[src/rtl/card_pkg.sv]
// Shared card constants; rank codes above KING draw nothing and the glyph art is row 0 first
package card_pkg;

    // ------------------------------
    // Stream widths and colours
    // ------------------------------
    localparam int COUNT_W    = 11;
    localparam int SYM_ADDR_W = 11;

    typedef logic [11:0] rgb_t;

    localparam rgb_t COLOR_BLACK = 12'h000;
    localparam rgb_t COLOR_WHITE = 12'hfff;
    localparam rgb_t COLOR_RED   = 12'hf00;

    // ------------------------------
    // Card layout
    // ------------------------------
    // Extents are inclusive, so the card is CARD_W + 1 pixels wide
    localparam int CARD_W = 56;
    localparam int CARD_H = 80;

    localparam int GLYPH_X_OFF = 5;
    localparam int GLYPH_Y_OFF = 5;
    localparam int GLYPH_W     = 7;
    localparam int GLYPH_H     = 9;

    // Suit image window, filled from the external memory
    localparam int SYM_X_OFF = 7;
    localparam int SYM_Y_OFF = 20;
    localparam int SYM_W     = 40;
    localparam int SYM_H     = 40;

    // ------------------------------
    // Enumerations
    // ------------------------------
    typedef enum logic [3:0] {
        RANK_NONE  = 4'd0,
        RANK_ACE   = 4'd1,
        RANK_TWO   = 4'd2,
        RANK_THREE = 4'd3,
        RANK_FOUR  = 4'd4,
        RANK_FIVE  = 4'd5,
        RANK_SIX   = 4'd6,
        RANK_SEVEN = 4'd7,
        RANK_EIGHT = 4'd8,
        RANK_NINE  = 4'd9,
        RANK_TEN   = 4'd10,
        RANK_JACK  = 4'd11,
        RANK_QUEEN = 4'd12,
        RANK_KING  = 4'd13
    } rank_e;

    typedef enum logic [1:0] {
        SPADES,
        CLUBS,
        HEARTS,
        DIAMONDS
    } suit_e;

    typedef enum logic [2:0] {
        REG_OUTSIDE,
        REG_BORDER,
        REG_FACE,
        REG_GLYPH,
        REG_SYMBOL
    } region_e;

    // ------------------------------
    // Rank glyphs
    // ------------------------------
    // Art is given as drawn, leftmost digit is column 0, and gets
    // reversed so that bit (row * GLYPH_W + col) holds each pixel
    function automatic logic [GLYPH_W*GLYPH_H-1:0] glyph_from_art(
        input logic [GLYPH_W*GLYPH_H-1:0] art
    );
        logic [GLYPH_W*GLYPH_H-1:0] bits;
        for (int i = 0; i < GLYPH_W * GLYPH_H; i++) begin
            bits[i] = art[GLYPH_W * GLYPH_H - 1 - i];
        end
        return bits;
    endfunction

    localparam logic [GLYPH_W*GLYPH_H-1:0] RANK_GLYPH [0:13] = '{
        '0,
        glyph_from_art({7'b0011100, 7'b0100010, 7'b1000001,    // A
                        7'b1000001, 7'b1111111, 7'b1000001,
                        7'b1000001, 7'b1000001, 7'b1000001}),
        glyph_from_art({7'b0111110, 7'b1000001, 7'b0000001,    // 2
                        7'b0000010, 7'b0001100, 7'b0010000,
                        7'b0100000, 7'b1000000, 7'b1111111}),
        glyph_from_art({7'b1111110, 7'b0000001, 7'b0000001,    // 3
                        7'b0000001, 7'b0111110, 7'b0000001,
                        7'b0000001, 7'b0000001, 7'b1111110}),
        glyph_from_art({7'b0000110, 7'b0001010, 7'b0010010,    // 4
                        7'b0100010, 7'b1000010, 7'b1111111,
                        7'b0000010, 7'b0000010, 7'b0000010}),
        glyph_from_art({7'b1111111, 7'b1000000, 7'b1000000,    // 5
                        7'b1111110, 7'b0000001, 7'b0000001,
                        7'b0000001, 7'b1000001, 7'b0111110}),
        glyph_from_art({7'b0111110, 7'b1000000, 7'b1000000,    // 6
                        7'b1111110, 7'b1000001, 7'b1000001,
                        7'b1000001, 7'b1000001, 7'b0111110}),
        glyph_from_art({7'b1111111, 7'b0000001, 7'b0000010,    // 7
                        7'b0000100, 7'b0001000, 7'b0010000,
                        7'b0010000, 7'b0010000, 7'b0010000}),
        glyph_from_art({7'b0111110, 7'b1000001, 7'b1000001,    // 8
                        7'b1000001, 7'b0111110, 7'b1000001,
                        7'b1000001, 7'b1000001, 7'b0111110}),
        glyph_from_art({7'b0111110, 7'b1000001, 7'b1000001,    // 9
                        7'b1000001, 7'b0111111, 7'b0000001,
                        7'b0000001, 7'b0000001, 7'b0111110}),
        // Ten squeezes a narrow one and a narrow zero into one box
        glyph_from_art({7'b0100110, 7'b1101001, 7'b0101001,
                        7'b0101001, 7'b0101001, 7'b0101001,
                        7'b0101001, 7'b0101001, 7'b1110110}),
        glyph_from_art({7'b0011111, 7'b0000100, 7'b0000100,    // J
                        7'b0000100, 7'b0000100, 7'b0000100,
                        7'b1000100, 7'b1000100, 7'b0111000}),
        glyph_from_art({7'b0111110, 7'b1000001, 7'b1000001,    // Q
                        7'b1000001, 7'b1000001, 7'b1000001,
                        7'b1000101, 7'b1000010, 7'b0111101}),
        glyph_from_art({7'b1000010, 7'b1000100, 7'b1001000,    // K
                        7'b1010000, 7'b1100000, 7'b1010000,
                        7'b1001000, 7'b1000100, 7'b1000010})
    };

endpackage
[src/rtl/card_overlay.sv]
// Three-cycle overlay; the image memory must answer pixel_addr exactly one cycle later
module card_overlay #(
    parameter int CARD_XPOS = 20,
    parameter int CARD_YPOS = 30
) (
    input  logic                                clk,
    input  logic                                rst,
    input  logic [card_pkg::COUNT_W-1:0]        hcount_in,
    input  logic [card_pkg::COUNT_W-1:0]        vcount_in,
    input  logic                                hsync_in,
    input  logic                                vsync_in,
    input  logic                                hblnk_in,
    input  logic                                vblnk_in,
    input  card_pkg::rgb_t                      rgb_in,
    input  card_pkg::rank_e                     card_rank,
    input  card_pkg::suit_e                     card_suit,
    input  card_pkg::rgb_t                      rgb_pixel,
    output logic [card_pkg::SYM_ADDR_W-1:0]     pixel_addr,
    output logic [card_pkg::COUNT_W-1:0]        hcount_out,
    output logic [card_pkg::COUNT_W-1:0]        vcount_out,
    output logic                                hsync_out,
    output logic                                vsync_out,
    output logic                                hblnk_out,
    output logic                                vblnk_out,
    output card_pkg::rgb_t                      rgb_out
);
    import card_pkg::*;

    region_e            region;
    logic               glyph_on;
    logic [COUNT_W-1:0] hcount_dly;
    logic [COUNT_W-1:0] vcount_dly;
    logic               hsync_dly;
    logic               vsync_dly;
    logic               hblnk_dly;
    logic               vblnk_dly;
    rgb_t               rgb_dly;

    // ------------------------------
    // Pixel classification
    // ------------------------------
    card_geometry #(
        .CARD_XPOS (CARD_XPOS),
        .CARD_YPOS (CARD_YPOS)
    ) u_card_geometry (
        .clk, .rst, .hcount_in, .vcount_in, .card_rank,
        .region, .glyph_on, .pixel_addr
    );

    video_delay u_video_delay (
        .clk, .rst, .hcount_in, .vcount_in, .hsync_in, .vsync_in, .hblnk_in, .vblnk_in,
        .rgb_in, .hcount_dly, .vcount_dly, .hsync_dly, .vsync_dly, .hblnk_dly, .vblnk_dly,
        .rgb_dly
    );

    // ------------------------------
    // Colour choice and output
    // ------------------------------
    card_pixel_mixer u_card_pixel_mixer (
        .clk, .rst, .hcount_dly, .vcount_dly, .hsync_dly, .vsync_dly, .hblnk_dly, .vblnk_dly,
        .rgb_dly, .region, .glyph_on, .card_suit, .rgb_pixel,
        .hcount_out, .vcount_out, .hsync_out, .vsync_out, .hblnk_out, .vblnk_out, .rgb_out
    );

endmodule

[src/rtl/card_pixel_mixer.sv]
// Expects region and glyph_on one cycle behind the delayed stream; card_suit held per frame
module card_pixel_mixer (
    input  logic                            clk,
    input  logic                            rst,
    input  logic [card_pkg::COUNT_W-1:0]    hcount_dly,
    input  logic [card_pkg::COUNT_W-1:0]    vcount_dly,
    input  logic                            hsync_dly,
    input  logic                            vsync_dly,
    input  logic                            hblnk_dly,
    input  logic                            vblnk_dly,
    input  card_pkg::rgb_t                  rgb_dly,
    input  card_pkg::region_e               region,
    input  logic                            glyph_on,
    input  card_pkg::suit_e                 card_suit,
    input  card_pkg::rgb_t                  rgb_pixel,
    output logic [card_pkg::COUNT_W-1:0]    hcount_out,
    output logic [card_pkg::COUNT_W-1:0]    vcount_out,
    output logic                            hsync_out,
    output logic                            vsync_out,
    output logic                            hblnk_out,
    output logic                            vblnk_out,
    output card_pkg::rgb_t                  rgb_out
);
    import card_pkg::*;

    region_e region_q;
    logic    glyph_q;
    rgb_t    suit_color;
    rgb_t    color_nxt;

    // Stage 2 alignment with the memory answer
    always_ff @(posedge clk) begin
        if (rst) begin
            region_q <= REG_OUTSIDE;
            glyph_q  <= 1'b0;
        end else begin
            region_q <= region;
            glyph_q  <= glyph_on;
        end
    end

    always_comb begin
        // Red suits are hearts and diamonds
        suit_color = ((card_suit == HEARTS) || (card_suit == DIAMONDS)) ? COLOR_RED : COLOR_BLACK;
        case (region_q)
            REG_SYMBOL: color_nxt = rgb_pixel;
            REG_GLYPH:  color_nxt = glyph_q ? suit_color : COLOR_WHITE;
            REG_BORDER: color_nxt = COLOR_BLACK;
            REG_FACE:   color_nxt = COLOR_WHITE;
            default:    color_nxt = rgb_dly;
        endcase
    end

    // ------------------------------
    // Output register, stage 3
    // ------------------------------
    always_ff @(posedge clk) begin
        if (rst) begin
            hcount_out <= '0;
            vcount_out <= '0;
            hsync_out  <= 1'b0;
            vsync_out  <= 1'b0;
            hblnk_out  <= 1'b0;
            vblnk_out  <= 1'b0;
            rgb_out    <= '0;
        end else begin
            hcount_out <= hcount_dly;
            vcount_out <= vcount_dly;
            hsync_out  <= hsync_dly;
            vsync_out  <= vsync_dly;
            hblnk_out  <= hblnk_dly;
            vblnk_out  <= vblnk_dly;
            rgb_out    <= color_nxt;
        end
    end

endmodule

[src/rtl/video_delay.sv]
// Fixed two-cycle delay matching a memory with exactly one cycle of read latency
module video_delay (
    input  logic                            clk,
    input  logic                            rst,
    input  logic [card_pkg::COUNT_W-1:0]    hcount_in,
    input  logic [card_pkg::COUNT_W-1:0]    vcount_in,
    input  logic                            hsync_in,
    input  logic                            vsync_in,
    input  logic                            hblnk_in,
    input  logic                            vblnk_in,
    input  card_pkg::rgb_t                  rgb_in,
    output logic [card_pkg::COUNT_W-1:0]    hcount_dly,
    output logic [card_pkg::COUNT_W-1:0]    vcount_dly,
    output logic                            hsync_dly,
    output logic                            vsync_dly,
    output logic                            hblnk_dly,
    output logic                            vblnk_dly,
    output card_pkg::rgb_t                  rgb_dly
);
    import card_pkg::*;

    localparam int STAGES = 2;
    localparam int BUS_W  = 2 * COUNT_W + 4 + $bits(rgb_t);

    logic [BUS_W-1:0] bus_in;
    logic [BUS_W-1:0] stage [STAGES];

    // All stream fields move together as one word
    assign bus_in = {hcount_in, vcount_in, hsync_in, vsync_in, hblnk_in, vblnk_in, rgb_in};

    always_ff @(posedge clk) begin
        if (rst) begin
            for (int i = 0; i < STAGES; i++) begin
                stage[i] <= '0;
            end
        end else begin
            stage[0] <= bus_in;
            for (int i = 1; i < STAGES; i++) begin
                stage[i] <= stage[i-1];
            end
        end
    end

    assign {hcount_dly, vcount_dly, hsync_dly, vsync_dly, hblnk_dly, vblnk_dly, rgb_dly} =
        stage[STAGES-1];

endmodule

[src/rtl/card_geometry.sv]
// Card position must keep the whole card inside the count range; card_rank is held per frame
module card_geometry #(
    parameter int CARD_XPOS = 20,
    parameter int CARD_YPOS = 30
) (
    input  logic                               clk,
    input  logic                               rst,
    input  logic [card_pkg::COUNT_W-1:0]       hcount_in,
    input  logic [card_pkg::COUNT_W-1:0]       vcount_in,
    input  card_pkg::rank_e                    card_rank,
    output card_pkg::region_e                  region,
    output logic                               glyph_on,
    output logic [card_pkg::SYM_ADDR_W-1:0]    pixel_addr
);
    import card_pkg::*;

    // ------------------------------
    // Bounds in card-relative offsets
    // ------------------------------
    localparam logic [COUNT_W-1:0] X0     = COUNT_W'(CARD_XPOS);
    localparam logic [COUNT_W-1:0] Y0     = COUNT_W'(CARD_YPOS);
    localparam logic [COUNT_W-1:0] X_LAST = COUNT_W'(CARD_W);
    localparam logic [COUNT_W-1:0] Y_LAST = COUNT_W'(CARD_H);
    localparam logic [COUNT_W-1:0] GX0    = COUNT_W'(GLYPH_X_OFF);
    localparam logic [COUNT_W-1:0] GX1    = COUNT_W'(GLYPH_X_OFF + GLYPH_W - 1);
    localparam logic [COUNT_W-1:0] GY0    = COUNT_W'(GLYPH_Y_OFF);
    localparam logic [COUNT_W-1:0] GY1    = COUNT_W'(GLYPH_Y_OFF + GLYPH_H - 1);
    localparam logic [COUNT_W-1:0] SX0    = COUNT_W'(SYM_X_OFF);
    localparam logic [COUNT_W-1:0] SX1    = COUNT_W'(SYM_X_OFF + SYM_W - 1);
    localparam logic [COUNT_W-1:0] SY0    = COUNT_W'(SYM_Y_OFF);
    localparam logic [COUNT_W-1:0] SY1    = COUNT_W'(SYM_Y_OFF + SYM_H - 1);

    // Offsets wrap to large values left of or above the card
    logic [COUNT_W-1:0]             dx;
    logic [COUNT_W-1:0]             dy;
    logic                           rank_valid;
    logic                           in_card;
    logic                           in_sym;
    logic                           in_glyph;
    logic                           on_edge;
    logic [3:0]                     glyph_row;
    logic [2:0]                     glyph_col;
    logic [5:0]                     glyph_idx;
    logic [GLYPH_W*GLYPH_H-1:0]     glyph_map;
    logic [SYM_ADDR_W-1:0]          sym_addr;

    region_e                        region_nxt;
    logic                           glyph_nxt;
    logic [SYM_ADDR_W-1:0]          addr_nxt;

    assign dx = hcount_in - X0;
    assign dy = vcount_in - Y0;

    // Codes 14 and 15 behave like an empty slot
    assign rank_valid = (card_rank != RANK_NONE) && (card_rank <= RANK_KING);

    assign in_card  = (hcount_in >= X0) && (dx <= X_LAST) && (vcount_in >= Y0) && (dy <= Y_LAST);
    assign in_sym   = (dx >= SX0) && (dx <= SX1) && (dy >= SY0) && (dy <= SY1);
    assign in_glyph = (dx >= GX0) && (dx <= GX1) && (dy >= GY0) && (dy <= GY1);
    assign on_edge  = (dx == '0) || (dx == X_LAST) || (dy == '0) || (dy == Y_LAST);

    assign glyph_row = 4'(dy - GY0);
    assign glyph_col = 3'(dx - GX0);
    assign glyph_idx = 6'(glyph_row) * 6'(GLYPH_W) + 6'(glyph_col);
    assign glyph_map = rank_valid ? RANK_GLYPH[card_rank] : '0;

    assign sym_addr = SYM_ADDR_W'(dy - SY0) * SYM_ADDR_W'(SYM_W) + SYM_ADDR_W'(dx - SX0);

    // ------------------------------
    // Classification in priority order
    // ------------------------------
    always_comb begin
        region_nxt = REG_OUTSIDE;
        glyph_nxt  = 1'b0;
        addr_nxt   = '0;
        if (rank_valid && in_card) begin
            if (in_sym) begin
                region_nxt = REG_SYMBOL;
                addr_nxt   = sym_addr;
            end else if (in_glyph) begin
                region_nxt = REG_GLYPH;
                glyph_nxt  = glyph_map[glyph_idx];
            end else if (on_edge) begin
                region_nxt = REG_BORDER;
            end else begin
                region_nxt = REG_FACE;
            end
        end
    end

    // Stage 1 register, the address leaves here for the image memory
    always_ff @(posedge clk) begin
        if (rst) begin
            region     <= REG_OUTSIDE;
            glyph_on   <= 1'b0;
            pixel_addr <= '0;
        end else begin
            region     <= region_nxt;
            glyph_on   <= glyph_nxt;
            pixel_addr <= addr_nxt;
        end
    end

endmodule

[config.mk]
export PLATFORM = sky130hd
export DESIGN_NAME = card_overlay
export DESIGN_NICKNAME = d
export VERILOG_FILES = /design/src/rtl/card_pkg.sv /design/src/rtl/card_overlay.sv /design/src/rtl/card_pixel_mixer.sv /design/src/rtl/video_delay.sv /design/src/rtl/card_geometry.sv
export SDC_FILE = /design/constraint.sdc
export NUM_CORES = 1
export LEC_CHECK = 0
export ABC_AREA = 1
export BUFFER_PORTS_ARGS = -buffer_cell sky130_fd_sc_hd__buf_2
export CORE_AREA = 4 4 126 128
export CTS_CLUSTER_DIAMETER = 80
export DETAILED_ROUTE_END_ITERATION = 12
export DIE_AREA = 0 0 130 132
export PLACE_DENSITY = 0.7
export SYNTH_ARGS = -nofsm -noshare
export SYNTH_HDL_FRONTEND = slang
export SYNTH_SLANG_ARGS = --single-unit
export TNS_END_PERCENT = 50
[constraint.sdc]
create_clock -name clk -period 5.1 [get_ports clk]
set_input_delay 0.765 -clock clk [delete_from_list [all_inputs] [get_ports clk]]
set_output_delay 0.765 -clock clk [all_outputs]
set_load 0.1 [all_outputs]
# Yosys cells after proc, flatten, opt, wreduce, memory -nomap -nowiden
# Memories as Yosys holds them, arrays and structs flattened.
# Cells that the tools add are included.
# classes
reduce_logical,22
n_eq_ne,8
add_sub_neg,8
mul,2
n_mux,16
order_cmp,15
bitwise_logic,6
# ops
cell,count
2-to-1 mux 63 bit,3
2-to-1 mux 38 bit,2
case mux 12 bit (4 select lines),1
greater-or-equal comparator 11 x 3 -> 1 bit (second input constant),3
greater-or-equal comparator 11 x 5 -> 1 bit (second input constant),3
less-or-equal comparator 11 x 6 -> 1 bit (second input constant),3
subtractor 11 x 5 -> 11 bit (second input constant),3
2-to-1 mux 12 bit,2
less-or-equal comparator 11 x 4 -> 1 bit (second input constant),2
zero test 11 bit,2
adder 11 bit,1
equality test 11 x 6 -> 1 bit (second input constant),1
equality test 11 x 7 -> 1 bit (second input constant),1
less-or-equal comparator 11 x 7 -> 1 bit (second input constant),1
logical AND 1 bit,11
multiplier 11 x 3 -> 8 bit (second input constant),1
subtractor 11 x 3 -> 11 bit (second input constant),1
< comparator 6 x 7 -> 1 bit (second input constant),1
adder 6 x 3 -> 6 bit,1
binary-select mux 1 bit (select 6 bit),1
equality test 3 x 2 -> 1 bit (second input constant),2
multiplier 4 x 3 -> 6 bit (second input constant),1
2-to-1 mux 3 bit,2
OR reduction 3 bit,2
other kinds (16),26
# word_totals
out_inout_bits,49
ramBits,76
mem_count,2
word_cells,92
ff_bits,57
rom_bits,1008
# mem_list
memory,depth,word_bits,rd,rd_clocked_by_memory_dff,write_ports,line,text
(no name shown),16,63,1,0,0,card_geometry.sv:65,assign glyph_map = rank_valid ? RANK_GLYPH[card_rank] : '0;
u_video_delay.stage,2,38,2,0,2,video_delay.sv:26,logic [BUS_W-1:0] stage [STAGES];

# Logic depth before layout (Yosys ltp)
# Gate-level depths: netlist of run 1.
# logic_depth
ltp_word,8
depth_mapped,22

# By module
# From an unflattened synthesis of run 1, not the netlist that was laid out.
# unflattened
cells_unflattened,1132
hier_area_um2,7756.2
# modules_own_cells
mod,n_inst,cells_each,area_per_inst_um2,seq_area_each_um2
card_geometry,1,676,3875.0,300.3
video_delay,1,270,2414.8,1521.5
card_pixel_mixer,1,186,1466.4,840.8

# Worst setup path after synthesis of run 1
# No wires, ideal clock.
# synth_timing
path_type,input -> register
startpoint,in vcount_in[1] (netlist bit)
endpoint,reg u_card_geometry.glyph_on
n_path_buf,1
cell_stages,15
arrival_time_ns,3.908
setup_slack_ns,1.075
required_ns,4.984
path_cell_list,inv_1 ha_1 xor2_1 xnor2_1 fa_1 inv_1 fa_1 clkbuf_1 clkinv_1 nand4_1 nand2_1 o21ai_0 nand3_1 nand3_1 a21oi_1
# synth_via
elab_chain_len,6
elab_cells_between_ends,22
classes_between,add/sub: 3; mul: 1; order compare: 6; mux: 2; bitwise: 2; reduce/logical: 8
# synth_lines
item,line,text
start: declaration,card_overlay.sv:9,"input logic [card_pkg::COUNT_W-1:0] vcount_in,"
subtractor 11 x 5 -> 11 bit / greater-or-equal comparator 11 x 5 -> 1 bit (equally long branches),"card_geometry.sv:52, card_geometry.sv:57",
subtractor 4 x 3 -> 4 bit (tied with other cells),card_geometry.sv:62,assign glyph_row = 4'(dy - GY0);
multiplier 4 x 3 -> 6 bit (tied with other cells),card_geometry.sv:64,assign glyph_idx = 6'(glyph_row) * 6'(GLYPH_W) + 6'(glyph_col);
adder 6 x 3 -> 6 bit (tied with other cells),card_geometry.sv:64,
binary-select mux 1 bit (select 6 bit) / inverter 1 bit (equally long branches),-,
2-to-1 mux 1 bit (implied by the code) / OR reduction 4 bit (equally long branches),-,
end signal: assignment,card_geometry.sv:99,glyph_on <= glyph_nxt;
end: declaration,card_geometry.sv:12,"output logic glyph_on,"
# Several ways; a longest one is shown, not always the timed one. The select of a mux whose other input is x is not followed.
# A chain may end at the register's enable or synchronous reset.

# Final worst setup path of run 1
# layout_timing
startpoint,in vcount_in[1] (netlist bit)
endpoint,reg u_card_geometry.pixel_addr[10] (netlist bit)
# layout_via
elab_chain_len,6
elab_cells_between_ends,16
classes_between,add/sub: 3; mul: 1; order compare: 4; bitwise: 2; reduce/logical: 6
# layout_lines
item,line,text
branches (longest 6 deep; another with subtractor 11 x 5 -> 11 bit),-,
end signal: assignment,card_geometry.sv:100,pixel_addr <= addr_nxt;
end: declaration,card_geometry.sv:13,output logic [card_pkg::SYM_ADDR_W-1:0] pixel_addr
# Several ways; the timed one is not identified.

==> results of run 1 <==
through the flow:
stage | util, % | power, mW | worst slack (ns)
after floorplan | - | 1.90 | 1.08
after global placement | 53.2 | 2.15 | 0.557
after detailed placement | 53.2 | 2.15 | 0.511
after CTS | 57.5 | 3.44 | 0.927
after global routing | 57.5 | 3.65 | 0.567
final | 57.5 | 3.43 | 0.921
cells in the final DEF (no fill, tap or decap), types with 2 or more instances in the layout:
cell type	n
fa_1	5
nor2_1	166
nand2_2	5
xor2_1	14
nor3_1	7
a31oi_1	10
ha_1	62
clkbuf_16	17
or2_2	2
nand3_2	3
buf_2	104
inv_6	3
nor2_4	3
o21ai_0	21
clkinv_4	2
nand4_1	10
nor2_2	10
nand2_1	227
a21oi_1	31
dfxtp_1	133
inv_1	190
buf_4	8
nand3b_1	4
xnor2_1	9
inv_2	4
nand3_1	88
bufinv_16	4
clkinv_1	2
clkinvlp_4	4
logic make-up (layout without fill, tap and decap cells):
family          Yosys count  count (layout)  share of synthesized area (%)
flops                   133             133                           36.9
fa+ha+maj                67              67                           12.1
compound gates           65              65                           4.88
simple gates            528             528                           31.2
buf+inv                 225             341                           11.9
xor+xnor                 24              24                           3.02
final cells by class:
| class | count | area, µm² |
|---|---|---|
| Clock inverter | 14 | 199 |
| Fill cell | 1385 | 6310 |
| Tap cell | 188 | 235 |
| Timing Repair Buffer | 112 | 581 |
| Sequential cell | 133 | 2660 |
| Clock buffer | 18 | 439 |
| Inverter | 197 | 742 |
| Multi-Input combinational cell | 684 | 3690 |
critical path: cells and delay by family:
family | cells | cell delay, ns
adders and majority gates | 6 | 2.11
buffers and inverters | 6 | 0.70
and+or+nand+nor | 6 | 0.38
AOI/OAI and AO/OA | 2 | 0.36
xor gates and xnor gates | 1 | 0.15
flip-flops by register name, summed over array words and instances (netlist names):
name / flops
u_card_pixel_mixer.rgb_out: 12
u_card_pixel_mixer.vblnk_out: 1
u_card_pixel_mixer.hcount_out: 11
u_video_delay.stage: 76
u_card_pixel_mixer.glyph_q: 1
u_card_pixel_mixer.hsync_out: 1
u_card_pixel_mixer.vsync_out: 1
u_card_pixel_mixer.vcount_out: 11
u_card_geometry.glyph_on: 1
u_card_geometry.pixel_addr: 11
u_card_pixel_mixer.hblnk_out: 1
u_card_pixel_mixer.region_q: 3
u_card_geometry.region: 3
per-layer routing:
layer / share of wire (%) / vias to the layer above
met4: 2.5 / 2
met2: 47 / 191
met3: 6.1 / 36
met5: 0.041 / -
li1: - / 3373
met1: 45 / 2757
power by group through the flow:
stage / clock, mW / combinational, mW / sequential [mW]
2_1_floorplan: 0 / 0.737 / 1.16
3_3_place_gp: 0 / 1.04 / 1.11
3_5_place_dp: 0 / 1.04 / 1.11
4_1_cts: 1.31 / 1.05 / 1.08
5_1_grt: 1.35 / 1.21 / 1.09
6_report: 1.29 / 1.05 / 1.08
path summary, 6_finish.rpt:
| path | end |
|---|---|
| worst max-delay path | u_card_geometry.pixel_addr[10] |
| worst min-delay path | u_card_pixel_mixer.hcount_out[3] |
| worst max register to register | u_card_pixel_mixer.rgb_out[9] |
| worst min register to register | u_card_pixel_mixer.hcount_out[3] |
==> impl_metrics.py, run 1 <==
metrics = {
    "placed_design": {
        "place_inst": 1314,
        "place_hpwl_um": 13100,
        "placed_area_mm2": 0.00791,
        "portBuffers": 105,
        "place_congestion": 0.944,
    },
    "global_route": {
        "grtUsageMet3_pct": 4.21,
        "use_met2_pct": 33.5,
        "first_global_vias": 5907,
        "top_usage_layer": "met2",
        "gr-total-overflow": 0,
        "grt_antenna_before_repair": 1,
        "track_usage_pct": 20.3,
        "grt_pass1_wl_um": 28000,
        "grt_max_degree": 71,
        "met1_usage_pct": 26.1,
    },
    "drt": {
        "vias_per_cell": 4.72,
        "first_pass_iters": 5,
        "postRouteAntennaNets": 0,
        "wl_per_cell_um": 12.7,
        "drt_wl_total_um": 17100,
        "num_vias": 6359,
        "first_iter_violations": 434,
        "drcViolationCount": 0,
    },
    "sta": {
        "rsz0062_at_grt": "no",
        "fin_skew_ns": 0.00366,
        "worst_pin_slew_ns": 1.21,
        "final_max_slew_viol_count": 0,
        "period_needed_ns": 4.18,
        "setup_viol": 0,
        "max_freq_ghz": 0.239,
        "min_period_over_period_pct": 81.9,
        "hold_viol_final": 0,
        "holdWs_ns": 0.398,
        "fin_setup_tns_ns": 0,
        "slew-limit-headroom_pct": 18.8,
    },
    "synth": {
        "synth.yosys.seq_area_share_pct": 36.9,
        "synth_top_cell_area_share_pct": 36.9,
        "synthCells": 1042,
        "synth.distinct_cells": 34,
        "ys_ff_latch": 133,
        "async_flop_share_pct": 0,
        "synth_edf_count": 0,
        "ys_warn_count": 0,
        "synthTopCellsByArea": "dfxtp_1, nand2_1, ha_1",
        "synth_most_common_cell": "nand2_1",
        "yosys-top-cells-count": "nand2_1, inv_1, nor2_1",
        "synth_top_cell_by_area": "dfxtp_1",
        "syn_nets": 1167,
        "avgSynthCellArea_um2": 6.92,
        "syn-cell-area_mm2": 0.00721,
        "synth_flop_cell": "dfxtp_1",
    },
    "cts": {
        "ctsRootBufferMaster": "clkbuf_16",
        "path_clk_slew_ns": 0.06,
        "post_cts_resized": 0,
        "ctsHtreeMaxLevel": 4,
        "cts_buffer_depth": 2,
        "cts_made_buffers": 17,
        "clock_sinks": 133,
        "insertion_delay_ns": 0.41,
        "cts-hold-fix-buffers": 0,
        "cts_setup_buffers": 0,
        "tritoncts": "built",
    },
    "final_layout": {
        "antenna_cells": 0,
        "fin_area_mm2": 0.00855,
        "layout-drive-gt1-share_pct": 15.1,
        "syn_to_final_growth_pct": 18.6,
        "fin_nets": 1270,
        "final_cells": 1346,
    },
    "setup_path": {
        "worstSetupStartpointType": "primary input",
        "crit_start": "vcount_in[1]",
        "endpoint_kind": "register",
        "critPathArrivalTime_ns": 4.49,
        "cp_slowest_cell": "fa_1",
        "r2r_start": "u_card_pixel_mixer.region_q[2]",
        "crit_type": "primary input to register",
        "worstPathRequired_ns": 5.41,
        "slowest_delay_ns": 0.54,
        "rrSetupSlack_ns": 2.83,
        "cp_max_fo": 11,
        "r2r_cells": 7,
        "path_cells": "buf_2, inv_1, ha_1, inv_1, ha_1, xnor2_1, inv_1, ha_1, fa_1, inv_1, ha_1, inv_1, ha_1, a21oi_1, nand2_1, nand2_1, nand2_1, a21oi_1, nand3_1, nand2_1, nor2_1",
    },
    "power_and_ir_drop": {
        "clkPwrFrac_pct": 37.7,
        "p_int_mw": 2.28,
        "leakage_nw": 4.58,
        "irDropWorstVdd_mv": 0.248,
        "p_comb_share_pct": 30.7,
        "p_seq_share_pct": 31.6,
        "switching_share_pct": 33.4,
        "p_switching_mw": 1.14,
        "p_per_area_mw_per_mm2": 401,
    },
    "floorplan": {
        "dieWidth_um": 130,
        "dieArea_mm2": 0.0172,
        "die_height_um": 132,
        "core_area_mm2": 0.0149,
        "rows": 45,
        "io_pins": 107,
        "initial_core_util_pct": 48.5,
    },
    "hold_path": {
        "min-delay-start": "u_video_delay.stage[0][68]",
        "hold_depth": 2,
        "hold_path.class": "register to register",
    },
    "outcome": {
        "status": "finished clean",
    },
    "job": {
        "maxCapViolCount": 0,
    },
}
(Power assumes the default switching activity.)
==> run 2, diff against run 1 <==
--- a/config.mk
+++ b/config.mk
@@ -5,12 +5,12 @@
 export SDC_FILE = /design/constraint.sdc
 export NUM_CORES = 1
 export LEC_CHECK = 0
-export ABC_AREA = 1
+export ABC_AREA = 0
 export BUFFER_PORTS_ARGS = -buffer_cell sky130_fd_sc_hd__buf_2
-export CORE_AREA = 4 4 126 128
+export CORE_AREA = 4 4 127 129
 export CTS_CLUSTER_DIAMETER = 80
 export DETAILED_ROUTE_END_ITERATION = 12
-export DIE_AREA = 0 0 130 132
+export DIE_AREA = 0 0 131 133
 export PLACE_DENSITY = 0.7
 export SYNTH_ARGS = -nofsm -noshare
 export SYNTH_HDL_FRONTEND = slang
==> constraint.sdc (replaced) <==
create_clock -name clk -period 3.9 [get_ports clk]
set_input_delay 0.585 -clock clk [delete_from_list [all_inputs] [get_ports clk]]
set_output_delay 0.585 -clock clk [all_outputs]
set_load 0.1 [all_outputs]
==> run 2 against run 1 <==
Against the previous run:
- area after synthesis is 1.6% higher
- setup slack got worse by 0.85 ns
- count of clock-buffer cells in the layout is 1 higher
- power is 44% higher
- sequential share of layout area fell by 2.4 points
- utilization increased by 4.1 points
- global-route usage decreased by 0.44 points
- sequential cell count did not move
- final cell count shrank 12%
==> impl_metrics.py, run 2 <==
metrics = {
    "setup_path": {
        "r2r_cells": 5,
        "critPathArrivalTime_ns": 4.13,
        "cp_common_cell": "ha_1",
        "endpoint_kind": "register",
        "r2r_start": "u_card_pixel_mixer.region_q[0]",
        "crit_type": "primary input to register",
        "r2r-end": "u_card_pixel_mixer.rgb_out[8]",
        "cp_slowest_cell": "fa_2",
        "worstPathRequired_ns": 4.20,
        "slowest_delay_ns": 0.36,
        "rrSetupSlack_ns": 1.98,
        "worstSetupStartpointType": "primary input",
        "path_cells": "clkbuf_4, buf_6, ha_2, xnor2_2, buf_4, buf_4, ha_1, inv_1, ha_1, ha_2, fa_2, xnor2_1, ha_1, inv_1, ha_1, or3_1, o21ai_0, a21oi_1, xnor2_1, nor2_1",
        "cp_max_fo": 8,
    },
    "sta": {
        "holdWs_ns": 0.389,
        "period_needed_ns": 3.83,
        "final_max_slew_viol_count": 0,
        "min_period_over_period_pct": 98.2,
        "max_freq_ghz": 0.261,
        "hold_viol_final": 0,
        "worst_pin_slew_ns": 0.818,
        "setup_viol": 0,
        "fin_skew_ns": 0.0187,
        "slew-limit-headroom_pct": 45.4,
        "worst_slack_ns": 0.0717,
    },
    "final_layout": {
        "layout-drive-gt1-share_pct": 27.8,
        "reg_top3": "u_video_delay.stage: 76 flops, u_card_pixel_mixer.rgb_out: 12 flops",
        "postLayoutCoreUtil_pct": 61.6,
        "top_register": "u_video_delay.stage",
        "final_cell_mix": "dfxtp_1, nor2b_1, buf_2",
        "fill_cells": 1269,
        "fin_nets": 1100,
        "syn_to_final_growth_pct": 26.4,
        "multiInputGateArea_mm2": 0.00447,
        "final-seq-area_mm2": 0.00266,
        "final_cells": 1179,
        "largest_reg_flops": 76,
        "mostFrequentLayoutCell": "dfxtp_1",
    },
    "hold_path": {
        "hold_depth": 2,
        "min-delay-start": "rgb_in[9]",
        "whs_endpoint": "u_video_delay.stage[0][9]",
        "hold_path.class": "primary input to register",
    },
    "synth": {
        "ys_ff_latch": 133,
        "async_flop_share_pct": 0,
        "synthTopCellsByArea": "dfxtp_1, ha_1, nor2b_1",
        "yosys-top-cells-count": "dfxtp_1, nor2b_1, ha_1",
        "synth.distinct_cells": 72,
        "synth_flop_cell": "dfxtp_1",
        "ys_warn_count": 0,
        "syn-cell-area_mm2": 0.00732,
        "synthCells": 830,
        "synth_edf_count": 0,
        "syn_nets": 954,
        "synth_top_cell_by_area": "dfxtp_1",
        "synth_most_common_cell": "dfxtp_1",
        "synth.yosys.seq_area_share_pct": 36.4,
        "synth_top_cell_area_share_pct": 36.4,
        "avgSynthCellArea_um2": 8.82,
    },
    "floorplan": {
        "core_area_mm2": 0.0150,
        "rows": 45,
        "initial_core_util_pct": 48.7,
        "die_height_um": 133,
        "io_pins": 107,
        "dieWidth_um": 131,
        "dieArea_mm2": 0.0174,
    },
    "drt": {
        "num_vias": 6288,
        "drcViolationCount": 0,
        "vias_per_cell": 5.33,
        "drt_wl_total_um": 17700,
        "first_iter_violations": 524,
        "first_pass_iters": 6,
        "postRouteAntennaNets": 0,
        "wl_per_cell_um": 15.0,
    },
    "global_route": {
        "grt_antenna_before_repair": 2,
        "first_global_vias": 5606,
        "grt_max_degree": 70,
        "grtUsageMet3_pct": 4.80,
        "track_usage_pct": 19.8,
        "use_met2_pct": 28.8,
        "top_usage_layer": "met2",
        "grt_pass1_wl_um": 27700,
        "met1_usage_pct": 27.7,
        "gr-total-overflow": 0,
    },
    "cts": {
        "cts_buffer_depth": 2,
        "path_clk_slew_ns": 0.06,
        "insertion_delay_ns": 0.41,
        "clock_sinks": 133,
        "cts_made_buffers": 17,
        "ctsRootBufferMaster": "clkbuf_16",
        "cts-hold-fix-buffers": 0,
        "ctsHtreeMaxLevel": 4,
        "tritoncts": "built",
    },
    "power_and_ir_drop": {
        "p_switching_mw": 1.65,
        "irDropWorstVdd_mv": 0.362,
        "leakage_nw": 4.09,
        "p_per_area_mw_per_mm2": 535,
        "switching_share_pct": 33.2,
        "p_comb_share_pct": 39.7,
        "power_mw": 4.95,
        "p_int_mw": 3.30,
        "p_seq_share_pct": 28.6,
        "clkPwrFrac_pct": 31.7,
    },
    "placed_design": {
        "place_hpwl_um": 12500,
        "place_congestion": 0.963,
        "pre_cts_ws_ns": -0.515,
        "place_inst": 1142,
        "portBuffers": 105,
    },
    "outcome": {
        "status": "finished clean",
    },
    "job": {
        "maxCapViolCount": 0,
    },
}
==> run 2: routing by layer <==
metal | part of all wire, % | vias up | routed length [µm]
met5 | 0 | - | 0
met4 | 2.4 | 0 | 420
met3 | 5.6 | 38 | 989
met2 | 45 | 217 | 7890
met1 | 47 | 2847 | 8370
li1 | - | 3186 | -
==> run 2: kinds of logic (layout without fill, tap and decap cells) <==
| group | after synthesis | after routing | synth area share (%) |
|---|---|---|---|
| multiplexers | 12 | 12 | 1.83 |
| buffers and inverters | 97 | 256 | 5.19 |
| AND/OR/NAND/NOR | 277 | 277 | 21.2 |
| flip-flops | 133 | 133 | 36.4 |
| other | 0 | 2 | 0 |
| AO/OA/AOI/OAI | 205 | 205 | 18.8 |
| adder cells (fa/ha/maj) | 66 | 66 | 11.8 |
| XOR/XNOR | 40 | 40 | 4.78 |
==> run 2: worst max-delay path, delay by kind of cell <==
family,cells,cell delay [ns]
fa+ha+maj,7,1.87
xor+xnor,3,0.44
buf+inv,6,0.66
simple gates,2,0.37
compound gates,2,0.19
==> run 2: power by group through the flow <==
stage               combinational [mW]  clock, mW  sequential [mW]
floorplan                         1.19          0             1.52
global placement                  1.80          0             1.44
detailed placement                1.80          0             1.45
CTS                               1.82       1.60             1.42
global route                      2.16       1.66             1.42
finish                            1.97       1.57             1.42
==> run 2: worst max path at each step <==
stage | endpoint | cells past startpoint | slack, ns | startpoint
2_1_floorplan | u_card_geometry.glyph_on | 15 | 0.02 | vcount_in[1]
3_3_place_gp | u_card_geometry.glyph_on | 15 | -0.55 | vcount_in[1]
3_5_place_dp | u_card_geometry.glyph_on | 15 | -0.52 | vcount_in[1]
4_1_cts | u_card_geometry.glyph_on | 16 | 0.002 | vcount_in[1]
5_1_grt | u_card_geometry.pixel_addr[10] | 20 | -0.04 | vcount_in[1]
6_report | u_card_geometry.pixel_addr[10] | 20 | 0.07 | vcount_in[1]
==> run 2: final cells by class <==
class | count | share of cell area (%)
Antenna cell | 2 | 0.0541
Tap cell | 188 | 2.54
Inverter | 45 | 1.87
Multi-Input combinational cell | 600 | 48.3
Sequential cell | 133 | 28.8
Timing Repair Buffer | 179 | 12.0
Clock buffer | 19 | 4.78
Clock inverter | 13 | 1.62
==> run 2: through the flow <==
| step | setup TNS, ns | cell area, µm² |
|---|---|---|
| global placement | -1.42 | 8520 |
| detailed placement | -1.62 | 8520 |
| floorplan | 0 | 7420 |
| finish | 0 | 9260 |
| global route | -0.0457 | 9260 |
| CTS | 0 | 9120 |
==> run 2: what timing repair did <==
action	CTS	global route
setup buffers	0	3
pin swaps	0	7
endpoints found under the setup margin	1	3
resized for setup	2	23
endpoints found under the hold margin	0	0
==> run 3, diff against run 2 <==
--- a/config.mk
+++ b/config.mk
@@ -12,6 +12,7 @@
 export DETAILED_ROUTE_END_ITERATION = 12
 export DIE_AREA = 0 0 131 133
 export PLACE_DENSITY = 0.7
+export SKIP_CTS_REPAIR_TIMING = 1
 export SYNTH_ARGS = -nofsm -noshare
 export SYNTH_HDL_FRONTEND = slang
 export SYNTH_SLANG_ARGS = --single-unit
==> constraint.sdc (replaced) <==
create_clock -name clk -period 3.9 [get_ports clk]
set_input_delay 0.585 -clock clk [delete_from_list [all_inputs] [get_ports clk]]
set_output_delay 0.585 -clock clk [all_outputs]
set_load 0.01 [all_outputs]
==> run 3 against run 2 <==
Against the previous run:
- combinational power shrank 4%
- fmax shrank 0.50%
- final area is essentially flat
- power shrank 1.4%
- global-route usage is essentially flat
==> impl_metrics.py, run 3 (same netlist as run 2, synthesis figures left out) <==
metrics = {
    "drt": {
        "num_vias": 6313,
        "first_iter_violations": 555,
        "drcViolationCount": 0,
        "vias_per_cell": 5.35,
        "drt_wl_total_um": 17700,
        "postRouteAntennaNets": 0,
        "first_pass_iters": 5,
        "wl_per_cell_um": 15.0,
    },
    "setup_path": {
        "crit_buf_inv": 3,
        "cp_max_fo": 8,
        "slowest_delay_ns": 0.66,
        "crit_path_end": "u_card_geometry.glyph_on",
        "rrSetupSlack_ns": 1.99,
        "critPathArrivalTime_ns": 4.19,
        "r2r_cells": 5,
        "worstPathRequired_ns": 4.24,
        "r2r-end": "u_card_pixel_mixer.rgb_out[8]",
        "cp_slowest_cell": "fa_2",
        "crit_cells": 14,
        "path_cells": "buf_2, clkinvlp_4, ha_4, xor2_2, xnor2_2, fa_1, inv_1, fa_2, nand2_1, a2111oi_0, o31ai_1, o211ai_1, o221ai_1, and4bb_2",
        "endpoint_kind": "register",
        "worstSetupStartpointType": "primary input",
        "crit_type": "primary input to register",
        "r2r_start": "u_card_pixel_mixer.region_q[0]",
        "crit_start": "vcount_in[0]",
        "crit_family": "adder cells",
    },
    "sta": {
        "fin_setup_tns_ns": 0,
        "setup_viol": 0,
        "hold_viol_final": 0,
        "final_max_slew_viol_count": 0,
        "worst_pin_slew_ns": 0.819,
        "fin_skew_ns": 0.0174,
        "slew-limit-headroom_pct": 45.3,
        "max_freq_ghz": 0.260,
        "period_needed_ns": 3.85,
        "min_period_over_period_pct": 98.7,
        "holdWs_ns": 0.392,
    },
    "placed_design": {
        "place_hpwl_um": 12500,
        "place_congestion": 0.963,
        "placed_area_mm2": 0.00852,
        "portBuffers": 105,
    },
    "cts": {
        "ctsHtreeMaxLevel": 4,
        "cts_made_buffers": 17,
        "clock_sinks": 133,
        "cts_buffer_depth": 2,
        "insertion_delay_ns": 0.41,
        "tritoncts": "built",
        "path_clk_slew_ns": 0.05,
        "ctsRootBufferMaster": "clkbuf_16",
    },
    "final_layout": {
        "final_cell_mix": "dfxtp_1, nor2b_1, buf_2",
        "layout-drive-gt1-share_pct": 27.9,
        "fin_nets": 1100,
        "largest_reg_flops": 76,
        "fin_area_mm2": 0.00927,
        "syn_to_final_growth_pct": 26.5,
        "multiInputGateArea_mm2": 0.00448,
        "top_register": "u_video_delay.stage",
        "fill_cells": 1267,
        "reg_top3": "u_video_delay.stage: 76 flops, u_card_pixel_mixer.rgb_out: 12 flops",
        "final-seq-area_mm2": 0.00266,
        "mostFrequentLayoutCell": "dfxtp_1",
    },
    "global_route": {
        "first_global_vias": 5591,
        "track_usage_pct": 19.8,
        "gr-total-overflow": 0,
        "grt_pass1_wl_um": 27700,
        "grt_max_degree": 70,
        "grt_antenna_before_repair": 2,
    },
    "floorplan": {
        "initial_core_util_pct": 48.7,
        "dieWidth_um": 131,
        "rows": 45,
        "core_area_mm2": 0.0150,
        "dieArea_mm2": 0.0174,
        "io_pins": 107,
        "die_height_um": 133,
    },
    "hold_path": {
        "hold_depth": 2,
        "hold_path.class": "primary input to register",
    },
    "job": {
        "maxCapViolCount": 0,
    },
    "outcome": {
        "status": "finished clean",
    },
    "power_and_ir_drop": {
        "irDropWorstVdd_mv": 0.362,
        "leakage_nw": 4.10,
        "p_per_area_mw_per_mm2": 527,
    },
}
-- run 3: cell types whose count changed in the layout (fill, tap and decap cells not counted) --
cell	change
xnor2_1	-1
xnor2_2	+1
-- run 3: area by class of cell --
| type | count | share of cell area, % |
|---|---|---|
| diodes | 2 | 0.0540 |
| clock buffers | 19 | 4.78 |
| clock inverters | 13 | 1.62 |
| inverters | 45 | 1.86 |
| multi-input cells | 600 | 48.4 |
| flip-flops and latches | 133 | 28.7 |
| well taps | 188 | 2.54 |
| repair buffers | 179 | 12.0 |
-- run 3: worst min path at each step --
| stage | from | to | slack (ns) |
|---|---|---|---|
| after floorplan | u_card_geometry.glyph_on | u_card_pixel_mixer.glyph_q | 0.41 |
| after global placement | u_video_delay.stage[0][31] | u_video_delay.stage[0][69] | 0.42 |
| after detailed placement | u_video_delay.stage[0][10] | u_video_delay.stage[0][48] | 0.42 |
| after CTS | vblnk_in | u_video_delay.stage[0][12] | 0.37 |
| after global routing | rgb_in[10] | u_video_delay.stage[0][10] | 0.38 |
| final | rgb_in[9] | u_video_delay.stage[0][9] | 0.39 |
-- run 3: metrics by stage --
step / instances / power (mW) / util (%) / setup WS [ns]
5_1_grt: 1179 / 5.17 / 61.6 / -0.0393
3_3_place_gp: 1142 / 3.17 / 56.7 / -0.554
4_1_cts: 1174 / 4.76 / 60.6 / -0.0757
6_report: 1179 / 4.88 / 61.6 / 0.0524
3_5_place_dp: 1142 / 3.17 / 56.7 / -0.515
2_1_floorplan: 830 / 2.64 / - / 0.0161
-- run 3: worst register-to-register path, cell delays in order (launching register included) --
cell	delay (ns)
dfxtp_1	0.43
nor2_1	0.64
buf_4	0.31
a21oi_1	0.09
a31o_2	0.24
a21oi_1	0.13
-- run 3: where the power goes --
| group | leakage, nW | total (mW) | switching, mW | internal [mW] |
|---|---|---|---|---|
| logic | 2.73 | 1.90 | 0.962 | 0.934 |
| clock network | 0.278 | 1.57 | 0.601 | 0.966 |
| registers | 1.09 | 1.42 | 0.00938 | 1.41 |
-- run 3: layer usage --
metal / up-vias / track usage (%) / share of wire (%)
met3: 40 / 4.56 / 5.4
met1: 2878 / 27.8 / 47
met5: - / 0 / 0
met4: 0 / 8.74 / 2.5
li1: 3179 / - / -
met2: 216 / 28.9 / 45
